### src/cpu_isa_pkg.sv
/*
 * RV32I ISA constants for the integer core
 * Opcodes, funct codes, register field positions and the word width
 */
package cpu_isa_pkg;

    // Data and address width
    localparam int XLEN   = 32;
    // Register address width, 32 architectural registers
    localparam int REG_AW = 5;

    // Lowest bit of each register field in the instruction word
    localparam int RD_LSB  = 7;
    localparam int RS1_LSB = 15;
    localparam int RS2_LSB = 20;

    ////////////////////////////////////////////////////////////////////////////
    // Major opcodes of the supported subset
    ////////////////////////////////////////////////////////////////////////////
    localparam logic [6:0] OPC_OP_IMM = 7'b0010011;
    localparam logic [6:0] OPC_OP     = 7'b0110011;
    localparam logic [6:0] OPC_LUI    = 7'b0110111;
    localparam logic [6:0] OPC_BRANCH = 7'b1100011;
    localparam logic [6:0] OPC_JAL    = 7'b1101111;

    // ALU funct3, shared by register and immediate forms
    localparam logic [2:0] F3_ADD = 3'b000;
    localparam logic [2:0] F3_XOR = 3'b100;
    localparam logic [2:0] F3_OR  = 3'b110;
    localparam logic [2:0] F3_AND = 3'b111;

    // Branch funct3
    localparam logic [2:0] F3_BEQ = 3'b000;
    localparam logic [2:0] F3_BNE = 3'b001;

    // funct7 that turns ADD into SUB
    localparam logic [6:0] F7_SUB = 7'b0100000;

endpackage
### src/cpu_pipe_pkg.sv
/*
 * Pipeline types shared by fetch, decode and execute
 * Stage packets, inter-stage commands and fetch response codes
 */
package cpu_pipe_pkg;

    import cpu_isa_pkg::*;

    // Fetch response, fault marks a failed instruction access
    typedef enum logic [1:0] {
        FRESP_OK    = 2'b00,
        FRESP_FAULT = 2'b01
    } fetch_resp_t;

    ////////////////////////////////////////////////////////////////////////////
    // Stage packets
    ////////////////////////////////////////////////////////////////////////////

    // Fetch to decode, 66 bits
    typedef struct packed {
        logic [XLEN-1:0] instr;
        logic [XLEN-1:0] pc;
        fetch_resp_t     resp;
    } fetch_pkt_t;

    // Decode to execute, operands already read, 130 bits
    typedef struct packed {
        logic [XLEN-1:0] instr;
        logic [XLEN-1:0] pc;
        fetch_resp_t     resp;
        logic [XLEN-1:0] rs1_val;
        logic [XLEN-1:0] rs2_val;
    } exec_pkt_t;

    // Redirect request toward fetch
    typedef enum logic {D2F_NONE, D2F_BRANCH} d2f_cmd_t;
    // Flush request from execute
    typedef enum logic {E2D_NONE, E2D_FLUSH} e2d_cmd_t;

endpackage

### src/stage_if.sv
/*
 * Valid/ready link between two pipeline stages
 * Payload type is set per instance, flush comes back from the receiver side
 */
interface stage_if #(
    parameter type payload_t = logic
);

    // Sender holds valid and payload until transfer or flush
    logic     valid;
    logic     ready;
    // Receiver side tells the sender to drop its packet
    logic     flush;
    payload_t payload;

    modport sender (
        output valid,
        output payload,
        input  ready,
        input  flush
    );

    modport receiver (
        input  valid,
        input  payload,
        output ready,
        output flush
    );

endinterface

### src/cpu_core.sv
/*
 * Three-stage RV32I core top level
 * Fetch, decode and execute around one register file
 */
module cpu_core
    import cpu_isa_pkg::*;
    import cpu_pipe_pkg::*;
(
    input  logic              clk,
    input  logic              rst_n,
    // Instruction memory port
    output logic              imem_req,
    output logic [XLEN-1:0]   imem_addr,
    input  logic              imem_valid,
    input  logic [XLEN-1:0]   imem_rdata,
    input  logic              imem_err,
    // Retire port
    output logic              retire_valid,
    output logic [XLEN-1:0]   retire_pc,
    output logic [REG_AW-1:0] retire_rd,
    output logic [XLEN-1:0]   retire_wdata,
    output logic              retire_trap,
    output logic              busy
);

    stage_if #(.payload_t(fetch_pkt_t)) f2d ();
    stage_if #(.payload_t(exec_pkt_t))  d2e ();

    d2f_cmd_t          d2f_cmd;
    logic [XLEN-1:0]   d2f_branchtarget;
    e2d_cmd_t          e2d_cmd;
    logic [XLEN-1:0]   e2d_branchtarget;
    logic              e2d_rd_write;
    logic [REG_AW-1:0] e2d_rd_waddr;
    logic              e2d_busy;
    logic [REG_AW-1:0] rs1_raddr, rs2_raddr;
    logic [XLEN-1:0]   rs1_rdata, rs2_rdata;
    logic              rd_write;
    logic [REG_AW-1:0] rd_waddr;
    logic [XLEN-1:0]   rd_wdata;
    logic              dec_busy;

    // Busy while decode or execute holds work
    assign busy = dec_busy || e2d_busy;

    cpu_fetch u_fetch (
        .clk, .rst_n, .imem_req, .imem_addr, .imem_valid, .imem_rdata, .imem_err,
        .f2d(f2d.sender), .d2f_cmd, .d2f_branchtarget
    );

    cpu_decode u_decode (
        .clk, .rst_n, .busy(dec_busy), .f2d(f2d.receiver), .d2e(d2e.sender),
        .rs1_raddr, .rs2_raddr, .rs1_rdata, .rs2_rdata,
        .e2d_cmd, .e2d_branchtarget, .e2d_rd_write, .e2d_rd_waddr, .e2d_busy,
        .d2f_cmd, .d2f_branchtarget
    );

    cpu_regfile u_regfile (
        .clk, .rst_n, .rs1_raddr, .rs2_raddr, .rs1_rdata, .rs2_rdata,
        .rd_write, .rd_waddr, .rd_wdata
    );

    cpu_execute u_execute (
        .clk, .rst_n, .d2e(d2e.receiver),
        .e2d_cmd, .e2d_branchtarget, .e2d_rd_write, .e2d_rd_waddr, .e2d_busy,
        .rd_write, .rd_waddr, .rd_wdata,
        .retire_valid, .retire_pc, .retire_rd, .retire_wdata, .retire_trap
    );

endmodule

### src/cpu_execute.sv
/*
 * Execute stage
 * ALU, branch resolution, register writeback and retire reporting
 */
module cpu_execute
    import cpu_isa_pkg::*;
    import cpu_pipe_pkg::*;
(
    input  logic              clk,
    input  logic              rst_n,
    stage_if.receiver         d2e,
    output e2d_cmd_t          e2d_cmd,
    output logic [XLEN-1:0]   e2d_branchtarget,
    output logic              e2d_rd_write,
    output logic [REG_AW-1:0] e2d_rd_waddr,
    output logic              e2d_busy,
    output logic              rd_write,
    output logic [REG_AW-1:0] rd_waddr,
    output logic [XLEN-1:0]   rd_wdata,
    output logic              retire_valid,
    output logic [XLEN-1:0]   retire_pc,
    output logic [REG_AW-1:0] retire_rd,
    output logic [XLEN-1:0]   retire_wdata,
    output logic              retire_trap
);

    exec_pkt_t         pkt;
    logic [6:0]        opcode;
    logic [2:0]        funct3;
    logic [6:0]        funct7;
    logic [REG_AW-1:0] rd;
    logic [XLEN-1:0]   imm_i, imm_u, imm_b, imm_j;
    logic [XLEN-1:0]   alu_b, result, target;
    logic              legal, writes, taken, trap, wr, redirect, xfer;

    assign pkt    = d2e.payload;
    assign opcode = pkt.instr[6:0];
    assign funct3 = pkt.instr[14:12];
    assign funct7 = pkt.instr[31:25];
    assign rd     = pkt.instr[RD_LSB +: REG_AW];

    // Immediates by format
    assign imm_i = {{20{pkt.instr[31]}}, pkt.instr[31:20]};
    assign imm_u = {pkt.instr[31:12], 12'b0};
    assign imm_b = {{19{pkt.instr[31]}}, pkt.instr[31], pkt.instr[7],
                    pkt.instr[30:25], pkt.instr[11:8], 1'b0};
    assign imm_j = {{11{pkt.instr[31]}}, pkt.instr[31], pkt.instr[19:12],
                    pkt.instr[20], pkt.instr[30:21], 1'b0};
    assign alu_b = (opcode == OPC_OP) ? pkt.rs2_val : imm_i;

    ////////////////////////////////////////////////////////////////////////////
    // Instruction decode and ALU
    ////////////////////////////////////////////////////////////////////////////
    always_comb begin
        legal  = 1'b0;
        writes = 1'b0;
        taken  = 1'b0;
        result = '0;
        target = pkt.pc + imm_b;
        case (opcode)
            OPC_OP_IMM, OPC_OP: begin
                legal  = 1'b1;
                writes = 1'b1;
                case (funct3)
                    F3_ADD: result = (opcode == OPC_OP && funct7 == F7_SUB) ?
                                     pkt.rs1_val - alu_b : pkt.rs1_val + alu_b;
                    F3_XOR: result = pkt.rs1_val ^ alu_b;
                    F3_OR:  result = pkt.rs1_val | alu_b;
                    F3_AND: result = pkt.rs1_val & alu_b;
                    default: legal = 1'b0;
                endcase
                // Register form only knows funct7 zero, plus SUB
                if (opcode == OPC_OP && funct7 != '0 &&
                    !(funct7 == F7_SUB && funct3 == F3_ADD)) begin
                    legal = 1'b0;
                end
            end
            OPC_LUI: begin
                legal  = 1'b1;
                writes = 1'b1;
                result = imm_u;
            end
            OPC_BRANCH: begin
                legal = 1'b1;
                case (funct3)
                    F3_BEQ:  taken = (pkt.rs1_val == pkt.rs2_val);
                    F3_BNE:  taken = (pkt.rs1_val != pkt.rs2_val);
                    default: legal = 1'b0;
                endcase
            end
            OPC_JAL: begin
                legal  = 1'b1;
                writes = 1'b1;
                taken  = 1'b1;
                // Link address
                result = pkt.pc + XLEN'(4);
                target = pkt.pc + imm_j;
            end
            default: legal = 1'b0;
        endcase
    end

    // Fault or unknown encoding retires as a trap and falls through
    assign trap     = !legal || (pkt.resp != FRESP_OK);
    assign wr       = writes && !trap;
    assign redirect = d2e.valid && !trap && taken;
    assign xfer     = d2e.valid && d2e.ready;

    // Always ready, stalls come from decode only
    assign d2e.ready        = 1'b1;
    assign d2e.flush        = redirect;
    assign e2d_cmd          = redirect ? E2D_FLUSH : E2D_NONE;
    assign e2d_branchtarget = target;
    assign e2d_rd_write     = wr;
    assign e2d_rd_waddr     = rd;
    assign e2d_busy         = d2e.valid;

    // Register file takes the write on the transfer edge
    assign rd_write = xfer && wr;
    assign rd_waddr = rd;
    assign rd_wdata = result;

    always_ff @(posedge clk or negedge rst_n) begin
        if (!rst_n) begin
            retire_valid <= 1'b0;
        end else begin
            retire_valid <= xfer;
        end
    end

    // Retire record, rd and data zero when nothing is written
    always_ff @(posedge clk) begin
        if (xfer) begin
            retire_pc    <= pkt.pc;
            retire_rd    <= wr ? rd : '0;
            retire_wdata <= (wr && rd != '0) ? result : '0;
            retire_trap  <= trap;
        end
    end

endmodule

### src/cpu_regfile.sv
/*
 * Integer register file, 31 writable registers
 * Two combinational read ports, one write port, x0 reads as zero
 */
module cpu_regfile
    import cpu_isa_pkg::*;
(
    input  logic              clk,
    input  logic              rst_n,
    input  logic [REG_AW-1:0] rs1_raddr,
    input  logic [REG_AW-1:0] rs2_raddr,
    output logic [XLEN-1:0]   rs1_rdata,
    output logic [XLEN-1:0]   rs2_rdata,
    input  logic              rd_write,
    input  logic [REG_AW-1:0] rd_waddr,
    input  logic [XLEN-1:0]   rd_wdata
);

    // No storage for x0
    logic [XLEN-1:0] regs [1:(2**REG_AW)-1];

    always_ff @(posedge clk or negedge rst_n) begin
        if (!rst_n) begin
            for (int i = 1; i < 2**REG_AW; i++) begin
                regs[i] <= '0;
            end
        end else if (rd_write && (rd_waddr != '0)) begin
            regs[rd_waddr] <= rd_wdata;
        end
    end

    assign rs1_rdata = (rs1_raddr == '0) ? '0 : regs[rs1_raddr];
    assign rs2_rdata = (rs2_raddr == '0) ? '0 : regs[rs2_raddr];

endmodule

### src/cpu_decode.sv
/*
 * Decode stage
 * Reads the register file, stalls on writes still owed by execute and
 * passes flush and redirect on toward fetch
 */
module cpu_decode
    import cpu_isa_pkg::*;
    import cpu_pipe_pkg::*;
(
    input  logic              clk,
    input  logic              rst_n,
    output logic              busy,
    stage_if.receiver         f2d,
    stage_if.sender           d2e,
    output logic [REG_AW-1:0] rs1_raddr,
    output logic [REG_AW-1:0] rs2_raddr,
    input  logic [XLEN-1:0]   rs1_rdata,
    input  logic [XLEN-1:0]   rs2_rdata,
    input  e2d_cmd_t          e2d_cmd,
    input  logic [XLEN-1:0]   e2d_branchtarget,
    input  logic              e2d_rd_write,
    input  logic [REG_AW-1:0] e2d_rd_waddr,
    input  logic              e2d_busy,
    output d2f_cmd_t          d2f_cmd,
    output logic [XLEN-1:0]   d2f_branchtarget
);

    fetch_pkt_t in_pkt;
    exec_pkt_t  out_pkt;
    logic       out_valid;
    logic       flush_in;
    logic       hazard;
    logic       out_free;
    logic       take;

    assign in_pkt = f2d.payload;

    // Source fields, read even for formats without them
    assign rs1_raddr = in_pkt.instr[RS1_LSB +: REG_AW];
    assign rs2_raddr = in_pkt.instr[RS2_LSB +: REG_AW];

    ////////////////////////////////////////////////////////////////////////////
    // Hazard and acceptance
    ////////////////////////////////////////////////////////////////////////////

    // Execute writes a source this cycle, the read would be stale
    assign hazard = e2d_busy && e2d_rd_write && (e2d_rd_waddr != '0) &&
                    ((e2d_rd_waddr == rs1_raddr) || (e2d_rd_waddr == rs2_raddr));

    assign flush_in = (e2d_cmd == E2D_FLUSH);
    // Output register empty or leaving this cycle
    assign out_free = !out_valid || d2e.ready;
    assign f2d.ready = out_free && !hazard && !flush_in;
    assign take = f2d.valid && f2d.ready;

    // Redirect goes straight through to fetch
    assign f2d.flush        = flush_in;
    assign d2f_cmd          = flush_in ? D2F_BRANCH : D2F_NONE;
    assign d2f_branchtarget = e2d_branchtarget;

    assign d2e.valid   = out_valid;
    assign d2e.payload = out_pkt;
    assign busy        = f2d.valid || out_valid;

    always_ff @(posedge clk or negedge rst_n) begin
        if (!rst_n) begin
            out_valid <= 1'b0;
        end else if (d2e.flush) begin
            out_valid <= 1'b0;
        end else if (take) begin
            out_valid <= 1'b1;
        end else if (d2e.ready) begin
            out_valid <= 1'b0;
        end
    end

    // Instruction plus operands, captured on acceptance
    always_ff @(posedge clk) begin
        if (take) begin
            out_pkt.instr   <= in_pkt.instr;
            out_pkt.pc      <= in_pkt.pc;
            out_pkt.resp    <= in_pkt.resp;
            out_pkt.rs1_val <= rs1_rdata;
            out_pkt.rs2_val <= rs2_rdata;
        end
    end

endmodule

### src/cpu_fetch.sv
/*
 * Fetch stage
 * Keeps the pc, issues one instruction-memory request at a time and
 * turns each response into a packet for decode
 */
module cpu_fetch
    import cpu_isa_pkg::*;
    import cpu_pipe_pkg::*;
(
    input  logic            clk,
    input  logic            rst_n,
    output logic            imem_req,
    output logic [XLEN-1:0] imem_addr,
    input  logic            imem_valid,
    input  logic [XLEN-1:0] imem_rdata,
    input  logic            imem_err,
    stage_if.sender         f2d,
    input  d2f_cmd_t        d2f_cmd,
    input  logic [XLEN-1:0] d2f_branchtarget
);

    logic [XLEN-1:0] pc;
    // Request sent, response not yet seen
    logic            outstanding;
    // Outstanding response belongs to the old path
    logic            drop;
    logic            pkt_valid;
    fetch_pkt_t      pkt;
    logic            redirect;
    logic            issue;
    logic            resp_keep;

    assign redirect = (d2f_cmd == D2F_BRANCH);
    // Next request only once the current packet leaves
    assign issue = !outstanding && (!pkt_valid || f2d.ready) && !redirect;
    assign resp_keep = imem_valid && outstanding && !drop && !f2d.flush;

    assign f2d.valid   = pkt_valid;
    assign f2d.payload = pkt;

    always_ff @(posedge clk or negedge rst_n) begin
        if (!rst_n) begin
            pc          <= '0;
            imem_req    <= 1'b0;
            imem_addr   <= '0;
            outstanding <= 1'b0;
            drop        <= 1'b0;
            pkt_valid   <= 1'b0;
        end else begin
            // Single-cycle request pulse
            imem_req <= issue;
            if (imem_valid) begin
                outstanding <= 1'b0;
                drop        <= 1'b0;
            end
            if (issue) begin
                outstanding <= 1'b1;
                imem_addr   <= pc;
                pc          <= pc + XLEN'(4);
            end
            // Redirect, old response still in flight gets discarded
            if (redirect) begin
                pc <= d2f_branchtarget;
                if (outstanding && !imem_valid) begin
                    drop <= 1'b1;
                end
            end
            if (f2d.flush) begin
                pkt_valid <= 1'b0;
            end else if (resp_keep) begin
                pkt_valid <= 1'b1;
            end else if (f2d.ready) begin
                pkt_valid <= 1'b0;
            end
        end
    end

    // Packet contents, pc taken from the request address
    always_ff @(posedge clk) begin
        if (resp_keep) begin
            pkt.instr <= imem_rdata;
            pkt.pc    <= imem_addr;
            pkt.resp  <= imem_err ? FRESP_FAULT : FRESP_OK;
        end
    end

endmodule

### config.mk
export PLATFORM = sky130hd
export DESIGN_NAME = cpu_core
export DESIGN_NICKNAME = d
export VERILOG_FILES = /design/src/cpu_isa_pkg.sv /design/src/cpu_pipe_pkg.sv /design/src/stage_if.sv /design/src/cpu_core.sv /design/src/cpu_execute.sv /design/src/cpu_regfile.sv /design/src/cpu_decode.sv /design/src/cpu_fetch.sv
export SDC_FILE = /design/constraint.sdc
export NUM_CORES = 2
export LEC_CHECK = 0
export ABC_CLOCK_PERIOD_IN_PS = 19510
export CORE_MARGIN = 3
export CORE_UTILIZATION = 44
export CTS_CLUSTER_SIZE = 40
export DETAILED_ROUTE_END_ITERATION = 10
export DONT_BUFFER_PORTS = 1
export GPL_TIMING_DRIVEN = 0
export PLACE_DENSITY = 0.67
export REMOVE_ABC_BUFFERS = 1
export SLEW_MARGIN = 25
export SYNTH_ARGS = -nofsm -noshare
export SYNTH_HDL_FRONTEND = slang
export SYNTH_SLANG_ARGS = --single-unit
### constraint.sdc
create_clock -name clk -period 19.51 [get_ports clk]
set_clock_uncertainty 0.15 [all_clocks]
set_input_delay 3.902 -clock clk [delete_from_list [all_inputs] [get_ports clk]]
set_output_delay 3.902 -clock clk [all_outputs]
set_load 0.005 [all_outputs]
======== Yosys cells after proc, flatten, opt, wreduce, memory -nomap -nowiden ========
Index checks and enable logic that the tools add are counted.
cells by class
  add/subtract/negate cells ............... 6
  multipliers ............................. 0
  divide/modulo/power cells ............... 0
  magnitude comparators ................... 4
  equal/unequal tests ..................... 14
  shifts and indexed selects .............. 0
  mux-type cells .......................... 36
  bitwise operators ....................... 6
  reductions and logical operators ........ 49
operators by type and width
  kind                     count
  $bwmux W992              1
  $bmux W32 S5             2
  $mux W32                 10
  $demux W32 S5            1
  $pmux W32 S4             1
  $add A32 B32 Y32         3
  $pmux W32 S3             1
  $add A32 B3 Y32 const B  2
  $and A32 B32 Y32         1
  $eq A32 B32 Y1           1
  $ne A32 B32 Y1           1
  $or A32 B32 Y32          1
  $sub A32 B32 Y32         1
  $xor A32 B32 Y32         1
  $eq A7 B6 Y1 const B     3
  $logic_and A1 B1 Y1      20
  $ge A6 B6 Y1 const B     3
  $not A5 Y6               3
  $mux W1                  17
  $eq A7 B7 Y1 const B     2
  $eq A5 B5 Y1             2
  $logic_not A1 Y1         10
  $logic_not A5 Y1         2
  $eq A3 B3 Y1 const B     3
  13 further kinds         23
storage, ports and cells
  flip-flop bits (word level) ............. 1328
  bits in latches ......................... 0
  RAM bits ................................ 0
  ROM bits ................................ 0
  output and inout port bits .............. 105
  word-level logic and storage cells ...... 166
  memories kept ........................... 0

======== Longest topological paths before layout ========
  depth in word-level cells ............... 20
  depth in mapped cells ................... 24
  depth with buffers taken out ............ 20

======== Cells and area by module ========
A second synthesis with hierarchy kept.
second synthesis, totals
  cell total of the unflattened synthesis .. 5502
  area, all modules ....................... 72823.6 um2
by module, submodules not included
  module       times used  cells each  area an instance (um2)  sequential area each (um2)
  cpu_regfile  1           3627        52959.5                 24823.8
  cpu_execute  1           1295        10129.7                 2127.0
  cpu_fetch    1           378         5278.8                  3653.5
  cpu_decode   1           201         4449.3                  3928.8
  cpu_core     1           1           6.3                     0.0

======== Worst setup path before layout ========
OpenSTA, ideal clock, no wires.
  path kind ............................... flip-flop to flip-flop
  from .................................... reg u_decode.out_valid, in the netlist u_decode.d2e.valid
  to ...................................... reg u_decode.out_pkt, in the netlist u_decode.d2e.payload[0] (enable)
  setup time .............................. 0.802 ns
  arrival time ............................ 11.644 ns
  required time ........................... 18.558 ns
  path slack .............................. 6.915 ns
  stages on the path, launching flop included .. 7
  buffers on the path ..................... 3
  clock period less this slack ............ 12.595 ns
  path through ............................ dfrtp_1 > clkbuf_1 > nor2b_1 > o31a_1 > clkbuf_1 > clkbuf_1 > nor3b_1
between the ends
  longest elaborated chain between the ends .. 6
  elaborated cells between the ends (all ways) .. 10
RTL lines
  element                                                line                                  source
  from (decl)                                            cpu_decode.sv:30                      logic out_valid;
  from (signal assigned)                                 cpu_decode.sv:67                      out_valid <= 1'b0;
  from (signal assigned)                                 cpu_decode.sv:69                      out_valid <= 1'b0;
  from (signal assigned)                                 cpu_decode.sv:71                      out_valid <= 1'b1;
  $logic_and A1 B1 Y1 (on tied branches) (2 in series)   cpu_execute.sv:106, cpu_decode.sv:47
  $mux W1 / $logic_and A1 B1 Y1 (equally long branches)  cpu_execute.sv:112, cpu_decode.sv:47
  $logic_not A1 Y1                                       cpu_decode.sv:53                      assign f2d.ready = out_free && !hazard && !flush_in;
  $logic_and A1 B1 Y1 *                                  cpu_decode.sv:53
  $logic_and A1 B1 Y1 *                                  cpu_decode.sv:54                      assign take = f2d.valid && f2d.ready;
  net u_decode.take                                      cpu_decode.sv:34                      logic take;
  to (decl)                                              cpu_decode.sv:29                      exec_pkt_t out_pkt;
Mark *: on every way through the listed nets, which the timed path passes. The rest lies on a longest branch.
A chain may end at the register's enable or synchronous reset.

======== Final worst setup path ========
  from .................................... reg u_decode.out_pkt, in the netlist u_decode.d2e.payload[100]
  to ...................................... reg u_regfile.regs[91] in the netlist's numbering
between the ends
  longest elaborated chain between the ends .. 11
  elaborated cells between the ends (all ways) .. 30
RTL lines
  element                                                    line               source
  branches (longest 11 deep; another with $add A32 B32 Y32)  --
  to (signal, indexed assignment)                            cpu_regfile.sv:28  regs[rd_waddr] <= rd_wdata;
  to (decl)                                                  cpu_regfile.sv:20  logic [XLEN-1:0] regs [1:(2**REG_AW)-1];
Parallel ways; which one is timed is not known.

==> results by group <==
Floorplanning
  • Die X: 407 um
  • Total die area: 166000 um^2
  • I/O pins: 141
  • Core Footprint: 159000 um^2
  • Die H: 407 um
  • Row count: 146
  • Initial Util: 0.445

Power and ir drop
  • Share of power burned in registers: 0.427
  • Max IR drop VDD: 0.0848 mV
  • Gate power share: 0.219
  • P_leak: 34.0 nW
  • Pwr dens: 93.1 nW/um^2
  • Psw: 2.35 mW
  • Clock share of power: 0.354
  • Switching Fraction: 0.308
  • Pint: 5.30 mW

Logic synthesis
  • Leading cell types by total area after synthesis: dfrtp_1 (37%), mux4_2 (18%), edfxtp_1 (11%), o21ai_0 (6.0%), nand2_1 (5.3%)
  • Synth warn: 0
  • Part of the Yosys area used for sequential elements: 0.487
  • Post-synth EDFFs: 264
  • Yosys reg bits: 1326
  • Ys flop type: dfrtp_1
  • Ys async rst share: 0.801
  • Share of the synthesized area in the top cell type: 0.375
  • Netlist Area Pre-Place: 70900 um^2
  • Post-Syn Area per Cell: 11.5 um^2
  • Synthesized instance count: 6189
  • Largest area contributor in the netlist: dfrtp_1
  • Synth cell types: 94

Placement
  • Hpwl dp: 162 mm
  • Routability cong.: 0.992
  • Port Buf Inserts: 0

Route
  • Met2 wire length: 108 mm
  • Vias per Instance: 6.46
  • DR DRC count: 0
  • Post-DRT Antenna Nets: 0
  • Uppermost layer routed: met4
  • Pre-Repair DR Iteration Count: 6
  • Vias post-DR: 54044
  • Detailed Route WL: 241 mm
  • Avg WL per Cell: 28.8 um
  • 1st-iter DRT viols: 7205
  • DR WL met3: 26.4 mm
  • Met1 Wirelength: 89.1 mm

Clock tree
  • CTS buffer count: 138
  • Max clock buf depth: 3
  • Hold-fix buffers, CTS: 0
  • # clock sinks: 1326
  • Worst-Skew Late Latency: 0.80 ns
  • TritonCTS clock tree: yes
  • Clock transition at path regs: 0.06 ns
  • CTS HTree Levels: 4
  • Setup Fix Bufs, Post-CTS: 0
  • Post-cts sizing count: 0
  • Root Driver: clkbuf_16

Timing
  • TNS Setup: 0 ns
  • Pins over their slew limit: 0
  • Slew headroom: 0.272
  • Worst-Margin Slew: 1.09 ns
  • Final setup fails: 0
  • Period utilization: 0.383
  • RSZ-0062 raised after global routing: false
  • Hold Vio Cnt, Final: 0
  • Minimum clock period: 7.48 ns
  • Max frequency: 0.134 GHz

Finish
  • Layout Utilization: 0.516
  • Commonest non-fill, non-tap cells in the layout: dfrtp_1 (1061), nand2_1 (976), o21ai_0 (851), mux4_2 (567), nor2_1 (322)
  • Layout cells sized above 1: 0.223
  • Area Growth Syn to Fin: 15.9%
  • Commonest non-fill, non-tap cell in the layout: dfrtp_1
  • Total Nets Final: 6281

Status
  • Status: complete, no violations

Global routing
  • GRT overflow: 0
  • Vias in the first global route: 53530
  • First-pass GRT wire length: 357 mm
  • Largest net degree at the start of global routing: 226
  • Total GRT Usage: 0.287
  • Initial antenna violation count: 5

Setup path
  • WP data required: 20.05 ns
  • Worst setup SP type: flop
  • Worst r2r src: u_decode.d2e.payload[100]
  • Reg2reg end: u_regfile.regs[91]
  • Register-to-register setup slack: 12.03 ns
  • CP arrival: 8.02 ns
  • Cells on worst reg2reg path: 21
  • CP Capture Type: flop
  • Critical Path Fanout Max: 25
  • Crit Path Class: flop to flop

Worst hold path
  • Hold Crit Depth: 0
  • Hold WC Path Type: flop to flop
  • HP Start: u_fetch.f2d.payload[9]
  • Worst Hold Endpoint: u_decode.d2e.payload[73]

Run
  • Max cap viols: 0
==> how the worst max path moves through the flow <==
stage	to	slack, ns	startpoint
floorplan	u_decode.d2e.payload[0]	-0.46	u_fetch.f2d.payload[49]
global placement	u_decode.d2e.payload[40]	-12.06	u_fetch.f2d.payload[49]
detailed placement	u_regfile.regs[92]	12.07	rst_n
CTS	u_regfile.regs[91]	12.16	u_decode.d2e.payload[100]
global route	u_regfile.regs[539]	11.65	u_decode.d2e.payload[100]
finish	u_regfile.regs[91]	12.03	u_decode.d2e.payload[100]
==> stage by stage <==
stage / area (um^2) / std cells / hold slack (ns) / worst slack, ns / power (mW)
3_5_place_dp: 77500 / 8117 / 0.255 / 12.07 / 4.95
6_report: 82200 / 8369 / 0.263 / 12.03 / 7.65
5_1_grt: 82200 / 8364 / 0.276 / 11.65 / 7.91
2_1_floorplan: 68800 / 5668 / 0.250 / -0.459 / 4.24
3_3_place_gp: 71500 / 7814 / 0.251 / -12.06 / 4.78
4_1_cts: 82100 / 8361 / 0.267 / 12.16 / 7.65
==> worst max-delay path, cell delays in order (launching register included) <==
cell,delay [ns]
edfxtp_1,0.49
nor2_1,0.25
nand3_2,0.73
mux2i_1,0.64
ha_1,0.27
and4_1,0.33
o21ai_0,0.28
a21oi_1,0.51
nor2_1,0.11
xnor2_1,0.17
ha_1,0.35
a21o_1,0.26
and2_1,0.23
a211o_1,0.24
a221o_1,0.36
a21oi_2,0.23
nor2_1,0.06
a2111oi_0,0.93
a311oi_4,0.17
buf_6,0.23
buf_8,0.16
o21ai_0,0.19
==> power groups by stage <==
stage          combinational (mW)  sequential [mW]  clock (mW)
2_1_floorplan               0.871             3.37           0
3_3_place_gp                 1.15             3.63           0
3_5_place_dp                 1.64             3.31           0
4_1_cts                      1.65             3.26        2.74
5_1_grt                      1.77             3.28        2.85
6_report                     1.67             3.27        2.71
==> area by class of cell <==
type                       count  area [um^2]
clock buffer                 197         3980
clock inverter                47          587
multi-input combinational   4246        34800
inverter                      96          360
fill                       13302        77100
timing repair buffer         306         5250
antenna                        5         12.5
tap                         2146         2690
sequential                  1326        34500
==> kinds of logic after synthesis <==
kind of cell	Yosys count	share of synthesized area
xor+xnor	176	0.0220
flops	1326	0.487
buf+inv	617	0.0349
simple gates	1674	0.102
compound gates	1466	0.116
fa+ha+maj	131	0.0233
mux	799	0.216
==> state kept, by name (all words and copies together) (netlist names), 5 cells and up <==
signal,flops
u_fetch.pc,32
u_fetch.imem_addr,32
u_execute.retire_rd,5
u_execute.retire_wdata,32
u_execute.retire_pc,32
u_fetch.f2d.payload,65
u_regfile.regs,992
u_decode.d2e.payload,129
==> cell usage after synthesis (all sizes together), types with 5 or more instances <==
| master | count |
|---|---|
| nor4 | 12 |
| xnor2 | 126 |
| o21bai | 10 |
| a22o | 66 |
| nor3 | 101 |
| or2 | 7 |
| mux2i | 79 |
| buf | 135 |
| mux2 | 153 |
| or4 | 9 |
| edfxtp | 264 |
| xor2 | 50 |
| a21oi | 330 |
| inv | 96 |
| a211o | 5 |
| a211oi | 6 |
| o211ai | 7 |
| o221ai | 8 |
| or3 | 23 |
| o21ai | 878 |
| nand4 | 36 |
| o22ai | 7 |
| nand3 | 59 |
| nor2 | 331 |
| a22oi | 30 |
| a21o | 35 |
| and4 | 8 |
| nand2 | 997 |
| a31oi | 14 |
| a221oi | 13 |
| mux4 | 567 |
| o21a | 6 |
| ha | 129 |
| dfrtp | 1062 |
| and2 | 14 |
| and3 | 34 |
| o31ai | 19 |
| clkbuf | 386 |
| nor2b | 10 |
| nand2b | 21 |
==> layer usage <==
| layer | global-route usage | vias to the layer above |
|---|---|---|
| met4 | 0.181 | 0 |
| met1 | 0.370 | 27349 |
| li1 | - | 22503 |
| met3 | 0.0738 | 809 |
| met5 | 0 | - |
| met2 | 0.435 | 3383 |
(Power assumes the default switching activity.)
